$ cat src/vrf_req_pkg.sv
/*
 * Shared definitions for the VRF operand requester: data widths, the
 * instruction count, element widths, fetch commands, writeback payloads
 * and the master numbering used by the bank arbiters.
 */
package vrf_req_pkg;

  // Vector instructions in flight
  localparam int unsigned NrVInsn = 8;
  typedef logic [$clog2(NrVInsn)-1:0] vid_t;

  // One VRF word and its byte enables
  typedef logic [63:0] elen_t;
  typedef logic [7:0]  strb_t;

  // Word address, bank in the low bits and row above them
  localparam int unsigned VaddrWidth = 10;
  typedef logic [VaddrWidth-1:0] vaddr_t;

  typedef enum logic [1:0] {EW8, EW16, EW32, EW64} vew_e;

  typedef logic [9:0] vlen_t;

  typedef enum logic {QueueA, QueueB} opqueue_e;

  // Read command for one operand queue
  typedef struct packed {
    vid_t               id;
    logic [4:0]         vs;
    vlen_t              vl;
    vew_e               eew;
    logic [NrVInsn-1:0] hazard;
  } fetch_cmd_t;

  // Result coming back from a functional unit
  typedef struct packed {
    vid_t   id;
    vaddr_t addr;
    elen_t  wdata;
    strb_t  be;
  } wb_result_t;

  // Masters 0 and 1 are high priority, 2 and 3 low priority
  typedef enum logic [1:0] {MstQueueA, MstAlu, MstQueueB, MstLdu} master_e;
  localparam int unsigned NrMasters = 4;

endpackage

$ cat src/vrf_port_if.sv
`timescale 1ns/1ps
/*
 * VRF port of one master. The master holds req and its payload until gnt,
 * which the bank arbiter returns in the same cycle.
 */
interface vrf_port_if;

  import vrf_req_pkg::*;

  logic     req;
  vaddr_t   addr;
  logic     wen;
  elen_t    wdata;
  strb_t    be;
  opqueue_e tgt;
  logic     gnt;

  modport master (
    output req, addr, wen, wdata, be, tgt,
    input  gnt
  );

  modport arbiter (
    input  req, addr, wen, wdata, be, tgt,
    output gnt
  );

endinterface

$ cat src/result_skid_reg.sv
`timescale 1ns/1ps
/*
 * One-entry valid/ready register. Takes a new payload when empty or when
 * the held payload leaves in the same cycle.
 */
module result_skid_reg #(
  parameter type T = logic
) (
  input  logic clk_i,
  input  logic rst_ni,
  input  logic valid_i,
  output logic ready_o,
  input  T     data_i,
  output logic valid_o,
  input  logic ready_i,
  output T     data_o
);

  logic full_q;
  T     data_q;
  logic load;

  // Empty, or the held entry drains this cycle
  assign ready_o = ~full_q | ready_i;
  assign load    = valid_i & ready_o;

  assign valid_o = full_q;
  assign data_o  = data_q;

  always_ff @(posedge clk_i or negedge rst_ni) begin
    if (!rst_ni) begin
      full_q <= 1'b0;
    end else if (load) begin
      full_q <= 1'b1;
    end else if (ready_i) begin
      full_q <= 1'b0;
    end
  end

  always_ff @(posedge clk_i) begin
    if (load) begin
      data_q <= data_i;
    end
  end

endmodule

$ cat src/operand_fetch_fsm.sv
`timescale 1ns/1ps
/*
 * Operand requester for one queue. Walks the 64-bit words of a source
 * register in order and requests each one from the banked VRF, holding off
 * while a hazard on an older instruction has no fresh result.
 */
module operand_fetch_fsm #(
  parameter int unsigned NrBanks     = 4,
  parameter int unsigned WordsPerReg = 16
) (
  input  logic                                        clk_i,
  input  logic                                        rst_ni,
  input  vrf_req_pkg::opqueue_e                       queue_i,
  input  vrf_req_pkg::fetch_cmd_t                     cmd_i,
  input  logic                                        cmd_valid_i,
  output logic                                        cmd_ready_o,
  input  logic                                        queue_ready_i,
  input  logic [vrf_req_pkg::NrVInsn-1:0]
               [vrf_req_pkg::NrVInsn-1:0]             hazard_table_i,
  input  logic [vrf_req_pkg::NrVInsn-1:0]             written_i,
  output logic                                        issued_o,
  vrf_port_if.master                                  vrf
);

  import vrf_req_pkg::*;

  typedef enum logic {IDLE, REQUESTING} state_e;

  state_e             state_d, state_q;
  vid_t               id_d, id_q;
  vaddr_t             addr_d, addr_q;
  vlen_t              len_d, len_q;
  vew_e               eew_d, eew_q;
  logic [NrVInsn-1:0] hazard_d, hazard_q;

  logic  stall;
  logic  word_gnt;
  vlen_t elems_per_word;

  // Registers are laid out in whole bank rows
  if (WordsPerReg % NrBanks != 0) begin : gen_layout_check
    $error("WordsPerReg must be a multiple of NrBanks");
  end

  // Wait for every older writer we depend on to produce a result
  assign stall          = |(hazard_q & ~written_i);
  assign elems_per_word = vlen_t'(4'd8 >> eew_q);
  assign word_gnt       = vrf.req & vrf.gnt;

  ////////////////////////////////////////////////////////////////////
  // VRF read port
  ////////////////////////////////////////////////////////////////////

  assign vrf.req   = (state_q == REQUESTING) & queue_ready_i & ~stall;
  assign vrf.addr  = addr_q;
  assign vrf.wen   = 1'b0;
  assign vrf.wdata = '0;
  assign vrf.be    = '0;
  assign vrf.tgt   = queue_i;
  assign issued_o  = word_gnt;

  always_comb begin
    state_d     = state_q;
    id_d        = id_q;
    addr_d      = addr_q;
    len_d       = len_q;
    eew_d       = eew_q;
    hazard_d    = hazard_q;
    cmd_ready_o = 1'b0;

    // Next word, the count floors at zero on a partial last word
    if (state_q == REQUESTING && word_gnt) begin
      addr_d = addr_q + 1'b1;
      len_d  = (len_q > elems_per_word) ? len_q - elems_per_word : '0;
      if (len_d == '0) begin
        state_d = IDLE;
      end
    end

    // Take a command when idle or in the cycle of the last grant
    if (state_d == IDLE && cmd_valid_i) begin
      cmd_ready_o = 1'b1;
      id_d        = cmd_i.id;
      addr_d      = vaddr_t'(cmd_i.vs * WordsPerReg);
      len_d       = cmd_i.vl;
      eew_d       = cmd_i.eew;
      hazard_d    = cmd_i.hazard;
      state_d     = (cmd_i.vl == '0) ? IDLE : REQUESTING;
    end

    // Drop hazards that the sequencer has already retired
    hazard_d &= hazard_table_i[id_d];
  end

  always_ff @(posedge clk_i or negedge rst_ni) begin
    if (!rst_ni) begin
      state_q  <= IDLE;
      len_q    <= '0;
      hazard_q <= '0;
    end else begin
      state_q  <= state_d;
      len_q    <= len_d;
      hazard_q <= hazard_d;
    end
  end

  always_ff @(posedge clk_i) begin
    id_q   <= id_d;
    addr_q <= addr_d;
    eew_q  <= eew_d;
  end

endmodule

$ cat src/vrf_bank_arbiter.sv
`timescale 1ns/1ps
/*
 * Per-bank VRF arbitration. Queue A and the ALU share round robin at high
 * priority, queue B and the load unit at low priority, and any high-priority
 * request masks the low group. The winner drives the bank port.
 */
module vrf_bank_arbiter #(
  parameter int unsigned NrBanks = 4
) (
  input  logic                                clk_i,
  input  logic                                rst_ni,
  vrf_port_if.arbiter                         mst [vrf_req_pkg::NrMasters],
  output logic                  [NrBanks-1:0] vrf_req_o,
  output vrf_req_pkg::vaddr_t   [NrBanks-1:0] vrf_addr_o,
  output logic                  [NrBanks-1:0] vrf_wen_o,
  output vrf_req_pkg::elen_t    [NrBanks-1:0] vrf_wdata_o,
  output vrf_req_pkg::strb_t    [NrBanks-1:0] vrf_be_o,
  output vrf_req_pkg::opqueue_e [NrBanks-1:0] vrf_tgt_o
);

  import vrf_req_pkg::*;

  localparam int unsigned BankBits = $clog2(NrBanks);

  logic     [NrMasters-1:0]              mst_req;
  logic     [NrMasters-1:0]              mst_wen;
  logic     [NrMasters-1:0]              mst_gnt;
  vaddr_t   [NrMasters-1:0]              mst_addr;
  elen_t    [NrMasters-1:0]              mst_wdata;
  strb_t    [NrMasters-1:0]              mst_be;
  opqueue_e [NrMasters-1:0]              mst_tgt;
  logic     [NrBanks-1:0][NrMasters-1:0] bank_gnt;

  // Two-way round robin, ptr selects the second member on a tie
  function automatic logic [1:0] rr_pick(input logic [1:0] req, input logic ptr);
    if (&req) begin
      return ptr ? 2'b10 : 2'b01;
    end
    return req;
  endfunction

  for (genvar m = 0; m < NrMasters; m++) begin : gen_master
    assign mst_req[m]   = mst[m].req;
    assign mst_addr[m]  = mst[m].addr;
    assign mst_wen[m]   = mst[m].wen;
    assign mst_wdata[m] = mst[m].wdata;
    assign mst_be[m]    = mst[m].be;
    assign mst_tgt[m]   = mst[m].tgt;
    assign mst[m].gnt   = mst_gnt[m];
  end

  ////////////////////////////////////////////////////////////////////
  // Arbitration per bank
  ////////////////////////////////////////////////////////////////////

  for (genvar b = 0; b < NrBanks; b++) begin : gen_bank
    logic [NrMasters-1:0] bank_req;
    logic [1:0]           hp_req, lp_req;
    logic [1:0]           hp_gnt, lp_gnt;
    logic                 hp_ptr_q, lp_ptr_q;

    always_comb begin
      for (int m = 0; m < NrMasters; m++) begin
        bank_req[m] = mst_req[m] && (mst_addr[m][BankBits-1:0] == BankBits'(b));
      end
    end

    assign hp_req = {bank_req[MstAlu], bank_req[MstQueueA]};
    assign lp_req = {bank_req[MstLdu], bank_req[MstQueueB]};
    assign hp_gnt = rr_pick(hp_req, hp_ptr_q);
    assign lp_gnt = (|hp_req) ? 2'b00 : rr_pick(lp_req, lp_ptr_q);

    // Bit order follows the master numbering
    assign bank_gnt[b] = {lp_gnt, hp_gnt};

    always_ff @(posedge clk_i or negedge rst_ni) begin
      if (!rst_ni) begin
        hp_ptr_q <= 1'b0;
        lp_ptr_q <= 1'b0;
      end else begin
        if (&hp_req) begin
          hp_ptr_q <= ~hp_ptr_q;
        end
        if (&lp_req && !(|hp_req)) begin
          lp_ptr_q <= ~lp_ptr_q;
        end
      end
    end
  end

  // Winner drives the bank, the VRF acknowledges at once
  always_comb begin
    mst_gnt = '0;
    for (int b = 0; b < NrBanks; b++) begin
      vrf_req_o[b]   = 1'b0;
      vrf_addr_o[b]  = '0;
      vrf_wen_o[b]   = 1'b0;
      vrf_wdata_o[b] = '0;
      vrf_be_o[b]    = '0;
      vrf_tgt_o[b]   = QueueA;
      for (int m = 0; m < NrMasters; m++) begin
        if (bank_gnt[b][m]) begin
          mst_gnt[m]     = 1'b1;
          vrf_req_o[b]   = 1'b1;
          vrf_addr_o[b]  = mst_addr[m] >> BankBits;
          vrf_wen_o[b]   = mst_wen[m];
          vrf_wdata_o[b] = mst_wdata[m];
          vrf_be_o[b]    = mst_be[m];
          vrf_tgt_o[b]   = mst_tgt[m];
        end
      end
    end
  end

endmodule

$ cat src/operand_requester_top.sv
`timescale 1ns/1ps
/*
 * VRF operand requester for one lane: two operand fetchers, ALU and load
 * unit writeback, the result-written tracker and the per-bank arbiters.
 */
module operand_requester_top #(
  parameter int unsigned NrBanks     = 4,
  parameter int unsigned WordsPerReg = 16
) (
  input  logic                                    clk_i,
  input  logic                                    rst_ni,
  input  logic [vrf_req_pkg::NrVInsn-1:0]
               [vrf_req_pkg::NrVInsn-1:0]         global_hazard_table_i,
  // Fetch commands, one per queue
  input  vrf_req_pkg::fetch_cmd_t [1:0]           fetch_cmd_i,
  input  logic                    [1:0]           fetch_valid_i,
  output logic                    [1:0]           fetch_ready_o,
  input  logic                    [1:0]           operand_queue_ready_i,
  output logic                    [1:0]           operand_issued_o,
  // ALU result
  input  logic                                    alu_result_req_i,
  input  vrf_req_pkg::vid_t                       alu_result_id_i,
  input  vrf_req_pkg::vaddr_t                     alu_result_addr_i,
  input  vrf_req_pkg::elen_t                      alu_result_wdata_i,
  input  vrf_req_pkg::strb_t                      alu_result_be_i,
  output logic                                    alu_result_gnt_o,
  // Load unit result
  input  logic                                    ldu_result_req_i,
  input  vrf_req_pkg::vid_t                       ldu_result_id_i,
  input  vrf_req_pkg::vaddr_t                     ldu_result_addr_i,
  input  vrf_req_pkg::elen_t                      ldu_result_wdata_i,
  input  vrf_req_pkg::strb_t                      ldu_result_be_i,
  output logic                                    ldu_result_gnt_o,
  output logic                                    ldu_result_final_gnt_o,
  // VRF banks
  output logic                    [NrBanks-1:0]   vrf_req_o,
  output vrf_req_pkg::vaddr_t     [NrBanks-1:0]   vrf_addr_o,
  output logic                    [NrBanks-1:0]   vrf_wen_o,
  output vrf_req_pkg::elen_t      [NrBanks-1:0]   vrf_wdata_o,
  output vrf_req_pkg::strb_t      [NrBanks-1:0]   vrf_be_o,
  output vrf_req_pkg::opqueue_e   [NrBanks-1:0]   vrf_tgt_o
);

  import vrf_req_pkg::*;

  vrf_port_if port_if [NrMasters] ();

  logic [NrVInsn-1:0] written_d, written_q;
  wb_result_t         ldu_in, ldu_out;
  logic               ldu_req, ldu_gnt;

  ////////////////////////////////////////////////////////////////////
  // Operand fetch
  ////////////////////////////////////////////////////////////////////

  for (genvar q = 0; q < 2; q++) begin : gen_fetch
    localparam int unsigned Mst = (q == 0) ? MstQueueA : MstQueueB;

    operand_fetch_fsm #(
      .NrBanks     (NrBanks),
      .WordsPerReg (WordsPerReg)
    ) i_fetch (
      .clk_i          (clk_i),
      .rst_ni         (rst_ni),
      .queue_i        (opqueue_e'(q)),
      .cmd_i          (fetch_cmd_i[q]),
      .cmd_valid_i    (fetch_valid_i[q]),
      .cmd_ready_o    (fetch_ready_o[q]),
      .queue_ready_i  (operand_queue_ready_i[q]),
      .hazard_table_i (global_hazard_table_i),
      .written_i      (written_q),
      .issued_o       (operand_issued_o[q]),
      .vrf            (port_if[Mst])
    );
  end

  ////////////////////////////////////////////////////////////////////
  // Writeback masters
  ////////////////////////////////////////////////////////////////////

  // ALU writes straight from its ports
  assign port_if[MstAlu].req   = alu_result_req_i;
  assign port_if[MstAlu].addr  = alu_result_addr_i;
  assign port_if[MstAlu].wen   = 1'b1;
  assign port_if[MstAlu].wdata = alu_result_wdata_i;
  assign port_if[MstAlu].be    = alu_result_be_i;
  assign port_if[MstAlu].tgt   = QueueA;
  assign alu_result_gnt_o      = port_if[MstAlu].gnt;

  assign ldu_in = '{
    id:    ldu_result_id_i,
    addr:  ldu_result_addr_i,
    wdata: ldu_result_wdata_i,
    be:    ldu_result_be_i
  };

  result_skid_reg #(
    .T (wb_result_t)
  ) i_ldu_skid (
    .clk_i   (clk_i),
    .rst_ni  (rst_ni),
    .valid_i (ldu_result_req_i),
    .ready_o (ldu_result_gnt_o),
    .data_i  (ldu_in),
    .valid_o (ldu_req),
    .ready_i (ldu_gnt),
    .data_o  (ldu_out)
  );

  assign port_if[MstLdu].req   = ldu_req;
  assign port_if[MstLdu].addr  = ldu_out.addr;
  assign port_if[MstLdu].wen   = 1'b1;
  assign port_if[MstLdu].wdata = ldu_out.wdata;
  assign port_if[MstLdu].be    = ldu_out.be;
  assign port_if[MstLdu].tgt   = QueueA;
  assign ldu_gnt               = port_if[MstLdu].gnt;

  // Results written this cycle, seen by the fetchers one cycle later
  always_comb begin
    written_d = '0;
    if (alu_result_gnt_o) begin
      written_d[alu_result_id_i] = 1'b1;
    end
    if (ldu_gnt) begin
      written_d[ldu_out.id] = 1'b1;
    end
  end

  // Final grant only once the load data is really in the VRF
  always_ff @(posedge clk_i or negedge rst_ni) begin
    if (!rst_ni) begin
      written_q              <= '0;
      ldu_result_final_gnt_o <= 1'b0;
    end else begin
      written_q              <= written_d;
      ldu_result_final_gnt_o <= ldu_gnt;
    end
  end

  vrf_bank_arbiter #(
    .NrBanks (NrBanks)
  ) i_arbiter (
    .clk_i       (clk_i),
    .rst_ni      (rst_ni),
    .mst         (port_if),
    .vrf_req_o   (vrf_req_o),
    .vrf_addr_o  (vrf_addr_o),
    .vrf_wen_o   (vrf_wen_o),
    .vrf_wdata_o (vrf_wdata_o),
    .vrf_be_o    (vrf_be_o),
    .vrf_tgt_o   (vrf_tgt_o)
  );

endmodule

$ cat config.mk
export PLATFORM = sky130hd
export DESIGN_NAME = operand_requester_top
export DESIGN_NICKNAME = d
export VERILOG_FILES = /design/src/vrf_req_pkg.sv /design/src/vrf_port_if.sv /design/src/result_skid_reg.sv /design/src/operand_fetch_fsm.sv /design/src/vrf_bank_arbiter.sv /design/src/operand_requester_top.sv
export SDC_FILE = /design/constraint.sdc
export NUM_CORES = 1
export LEC_CHECK = 0
export ABC_CLOCK_PERIOD_IN_PS = 14900
export BUFFER_PORTS_ARGS = -buffer_cell sky130_fd_sc_hd__buf_2
export CAP_MARGIN = 20
export CORE_AREA = 2 2 248 250
export DETAILED_ROUTE_END_ITERATION = 10
export DIE_AREA = 0 0 250 252
export SLEW_MARGIN = 20
export SYNTH_ARGS = -nofsm -noshare
export SYNTH_HDL_FRONTEND = slang
export SYNTH_SLANG_ARGS = --single-unit
export TNS_END_PERCENT = 30
$ cat constraint.sdc
create_clock -name clk_i -period 14.9 [get_ports clk_i]
set_input_delay 2.98 -clock clk_i [delete_from_list [all_inputs] [get_ports clk_i]]
set_output_delay 2.98 -clock clk_i [all_outputs]
set_load 0.02 [all_outputs]
; Yosys cells after proc, flatten, opt, wreduce, memory -nomap -nowiden
; Index checks and enable logic that the tools add are counted.
[totals]
mem_bits_ro = 0
ramBits = 0
elab_cells = 298
n_memories = 0
output_inout_bits = 347
input_bits = 298
latch_bits = 0
reg_bits = 171
[classes]
div_mod_pow = 0
shifts = 2
reduce_logical = 55
n_bitwise = 27
n_lt_le_gt_ge = 8
muxes = 161
n_addsub = 4
eq_ne = 12
n_mul = 0
[ops]
columns = op, count
row1 = $mux W64, 12
row2 = $mux W8, 34
row3 = $mux W1, 71
row4 = $mux W10, 6
row5 = $mux W2, 28
row6 = $bmux W8 S3, 2
row7 = $logic_not A10 Y1, 4
row8 = $mux W9, 4
row9 = $and A8 B8 Y8, 4
row10 = $logic_and A1 B1 Y1, 26
row11 = $add A10 B1 Y10 const B, 2
row12 = $gt A10 B10 Y1, 2
row13 = $shr A4 B2 Y10 const A, 2
row14 = $sub A10 B10 Y10, 2
row15 = $eq A2 B2 Y1 const B, 8
row16 = $lt A3 B4 Y1 const B, 4
row17 = $reduce_and A2 Y1, 8
row18 = $reduce_or A8 Y1, 2
row19 = $not A1 Y1, 13
row20 = $eq A2 B1 Y1 const B, 4
row21 = $logic_not A2 Y1, 4
row22 = $not A8 Y8, 1
row23 = $or A8 B8 Y8, 1
row24 = $reduce_or A2 Y1, 4
row25 = other kinds (7), 21

; Longest topological paths before layout
[logic_depth]
ltp_word = 23
ltp_mapped = 17
depth_no_buf = 16

; Cells and area by module
; From an unflattened synthesis, not the netlist that was laid out.
[hier_totals]
cells_unflattened = 2252
area_unflattened_um2 = 18265.0
[by_module_without_submodules]
columns = mod, n_inst, cells_per_inst, seq_area_each_um2, area_per_inst_um2
row1 = vrf_bank_arbiter, 1, 1263, 200.2, 7796.2
row2 = operand_fetch_fsm at gen_fetch[1].i_fetch, 1, 507, 845.8, 4205.3
row3 = operand_fetch_fsm at gen_fetch[0].i_fetch, 1, 363, 845.8, 3295.7
row4 = result_skid_reg, 1, 89, 2577.5, 2606.2
row5 = operand_requester_top, 1, 30, 225.2, 361.6

; Worst setup path after synthesis
; Ideal clock, no wire load.
[synth_path]
path_type = input-to-output
start = input operand_queue_ready_i[0]
end = output fetch_ready_o[1]
cell_stages = 11
t_arrival_ps = 5686
n_path_buf = 4
required_time_ps = 11920
setup_slack_ps = 6234
cell_sequence = nand2_1 > a2111oi_4 > nand4_1 > and4b_1 > o41a_1 > a31oi_4 > inv_2 > buf_2 > clkbuf_1 > clkbuf_1 > buf_4
[synth_between]
elab_chain_cells = 15
elab_cells_between_ends = 24
classes_between = mux (10) / bitwise (4) / reduce/logical (10)
[synth_lines]
columns = item, line
row1 = "start, declared", operand_requester_top.sv:18  ; input logic [1:0] operand_queue_ready_i,
row2 = $and A1 B1 Y1 (*) (2 in a row), operand_fetch_fsm.sv:54  ; assign vrf.req = (state_q == REQUESTING) & queue_ready_i & ~stall;
row3 = $logic_and A1 B1 Y1, vrf_bank_arbiter.sv:64  ; bank_req[m] = mst_req[m] && (mst_addr[m][BankBits-1:0] == BankBits'(b));
row4 = $reduce_or A2 Y1, vrf_bank_arbiter.sv:71  ; assign lp_gnt = (|hp_req) ? 2'b00 : rr_pick(lp_req, lp_ptr_q);
row5 = $mux W2, vrf_bank_arbiter.sv:71
row6 = $mux W1 (3 in a row), vrf_bank_arbiter.sv:102  ; if (bank_gnt[b][m]) begin
row7 = $mux W1 (*), vrf_bank_arbiter.sv:102
row8 = $and A1 B1 Y1 (*), operand_fetch_fsm.sv:48  ; assign word_gnt = vrf.req & vrf.gnt;
row9 = $logic_and A1 B1 Y1 (*), operand_fetch_fsm.sv:72  ; if (state_q == REQUESTING && word_gnt) begin
row10 = $mux W1 (*), operand_fetch_fsm.sv:72
row11 = $not A1 Y1 (*), operand_fetch_fsm.sv:81  ; if (state_d == IDLE && cmd_valid_i) begin
row12 = $logic_and A1 B1 Y1 (*), operand_fetch_fsm.sv:81
row13 = $mux W1 (*), operand_fetch_fsm.sv:81
row14 = "end, declared", operand_requester_top.sv:17  ; output logic [1:0] fetch_ready_o,
; Mark *: on every way between the ends. The rest lies on a longest branch, timed or not.

; Worst setup path after layout
; Ends and elaborated chain as after synthesis.

==> impl_metrics.toml <==
[global_route]
antenna_found_initial = 20
globalRouteOverflowTotal = 0
grt_first_pass_wirelength_um = 110500
grt_pass1_vias = 15670
grt_max_degree = 75
gr-usage-all-layers = 0.2396

[sta]
setup_viol = 0
grt_setup_unrepaired = "no"
slew_violations = 0
fin_worst_skew_ns = 0.01718
fin_crit_ns = 9.047
setup_slack_ns = 5.853
fin_crit_sh = 0.6072
relSlewSlack = 0.2487
final.setup.tns_ns = 0
tightest_slew_ns = 1.122
hold_viol = 0
max_freq_ghz = 0.1105

[finish]
layout_commonest_cell = "buf_2"
final_cell_mix = "buf_2 (636), a22o_1 (306), nor2_1 (102)"
final_cell_area_mm2 = 0.01840
post-route-util = 0.3060
multi_input_area_mm2 = 0.008546
layout.area.seq_mm2 = 0.004696
layout-drive-gt1-share = 0.3506
syn_to_final_growth_pct = 32.57
fin_nets = 2402
layout.cells.non_filler = 2889
nFillCells = 6452

[place]
post-dp-hpwl_um = 60170
dp_cells = 2849
numPortBuffers = 636
post-place-ws_ns = 5.921
routabilityCongestion = 1.023
placed_cell_area_mm2 = 0.01780

[clocking]
clock_latency_ns = 0.50
holdBufCountCts = 0
clockBufferDepth = 2
post-cts-setup-buffer-count = 0
cts_tree = "built"
cts_buffers = 17
post_cts_resized = 0
clkTransAtPathRegs_ns = 0.07
cts_sinks = 171
root_buffer = "clkbuf_16"
htree_levels = 4

[synth]
synth_seq_cells = 171
synth_ff_type = "edfxtp_1"
synth.cell_area_mm2 = 0.01388
yosysUniqueCellTypes = 82
synth_edf_count = 99
synthCells = 1535
async_reset_ff_frac = 0.3275
avgSynthCellArea_um2 = 9.043
ys_seq_area_frac = 0.3382
synth-warning-count = 0

[run]
cap_violations = 0

[route]
ant_nets = 0
wirelength_um = 79350
wl_per_cell_um = 27.46
drt_iter0_markers = 2442
first_pass_iters = 8
route.detailed.drc = 0
vias = 16660
vias_per_cell = 5.766

[setup_path]
end_kind = "output port"
slowest_stage = "and4b_1"
cp_common_cell = "buf_2"
slowest_delay_ns = 0.64
path_cells = "buf_2 > nand2_1 > a2111oi_4 > nand4_1 > and4b_1 > o41a_1 > a31oi_4 > inv_2 > buf_2"
startpoint_type = "primary input"
path_max_fanout = 12
cp_data_arrival_time_ns = 6.07
critPathKind = "in2out"
critical-path-top-delay-family = "compound AO/OA/AOI/OAI gates"
cp_data_required_time_ns = 11.92
cp_num_buf_inv = 3

[die]
die_w_um = 250
initial_core_util = 0.2308
die_h_um = 252
num_io_pins = 645
num_rows = 90
die_area_mm2 = 0.06300
core_area_mm2 = 0.06013

[power]
p_per_area_mw_per_mm2 = 181.0
peakVddDrop_uv = 81.93
leakage_nw = 8.413

[run_status]
status = "finished clean"

[worst_hold_path]
hold_path.class = "reg2reg"
## registers in the layout (all words and copies together) (netlist names), 4 cells and up
name and flops:
written_q 8, gen_fetch.i_fetch.hazard_q 16, gen_fetch.i_fetch.id_q 6, gen_fetch.i_fetch.len_q 20, i_arbiter.gen_bank.hp_ptr_q 4, gen_fetch.i_fetch.vrf.addr 20
gen_fetch.i_fetch.eew_q 4, i_ldu_skid.data_o 85, i_arbiter.gen_bank.lp_ptr_q 4
## power by group
group          leakage, nW  switching, W  internal, W
logic                 6.36       0.00133     0.000656
clock network        0.284      0.000243     0.000225
registers             1.77      0.000199     0.000674
## area by class of cell
type / count / share of cell area
inverters: 51 / 0.01040
clock inverters: 14 / 0.007071
multi-input cells: 1180 / 0.4644
well taps: 782 / 0.05317
clock buffers: 18 / 0.02387
repair buffers: 665 / 0.1848
flip-flops and latches: 171 / 0.2552
diodes: 8 / 0.001088
## layer usage
metal	routed length [um]	vias up	GRT usage
li1	-	7231	-
met4	2423	16	0.07938
met5	121	-	0
met2	35240	1107	0.3655
met3	8898	165	0.08666
met1	32670	8138	0.3130
## cells by family after synthesis
logic type                 after synthesis  synth area share
AOI/OAI and AO/OA                      646            0.3630
and+or+nand+nor                        383            0.1365
DFF                                    171            0.3382
other                                    1         0.0002702
buffers and inverters                  191           0.05652
adders and majority gates               18           0.01731
xor gates and xnor gates                33           0.02082
muxes                                   92           0.06742
## worst paths after layout
path	from	endpoint	slack [ns]	cells after the start
setup / recovery	operand_queue_ready_i[0]	fetch_ready_o[1]	5.85	9
hold / removal	gen_fetch[0].i_fetch.len_q[3]$_DFFE_PN0P_	gen_fetch[0].i_fetch.len_q[3]$_DFFE_PN0P_	0.50	2
setup reg to reg	gen_fetch[0].i_fetch.hazard_q[1]$_DFF_PN0_	gen_fetch[1].i_fetch.hazard_q[6]$_DFF_PN0_	9.02	12
hold reg to reg	gen_fetch[0].i_fetch.len_q[3]$_DFFE_PN0P_	gen_fetch[0].i_fetch.len_q[3]$_DFFE_PN0P_	0.50	2
max in group asynchronous	rst_ni	gen_fetch[0].i_fetch.len_q[6]$_DFFE_PN0P_	11.66	2
min in group asynchronous	rst_ni	gen_fetch[1].i_fetch.len_q[7]$_DFFE_PN0P_	2.64	2
## per-stage QoR
step                power, W  hold WS (ns)
floorplan           0.002069        0.4563
global placement    0.002813        0.4779
detailed placement  0.002828        0.4816
CTS                 0.003313        0.4984
global route        0.003498        0.5297
finish              0.003330        0.4954
## synthesized netlist by cell type (18+ instances only)
cell	n	share of area
o22ai_1	38	0.017
nor3_1	25	0.0090
a22o_1	306	0.19
nand4_1	18	0.0081
nand3_1	29	0.010
dfrtp_1	56	0.10
a22oi_1	22	0.012
nor2_1	110	0.030
a222oi_1	26	0.019
a21oi_1	90	0.032
inv_1	46	0.012
nand2_1	97	0.026
mux2i_1	89	0.064
clkbuf_1	102	0.028
xor2_1	21	0.013
o21ai_0	47	0.017
edfxtp_1	99	0.21
## worst register-to-register path, delay by kind of cell (launching register included)
family | cells | cell delay, ns
compound gates | 6 | 2.64
simple gates | 2 | 1.14
buf+inv | 3 | 0.83
mux | 1 | 0.73
flops | 1 | 0.42
Power figures use the tool's default switching activity.
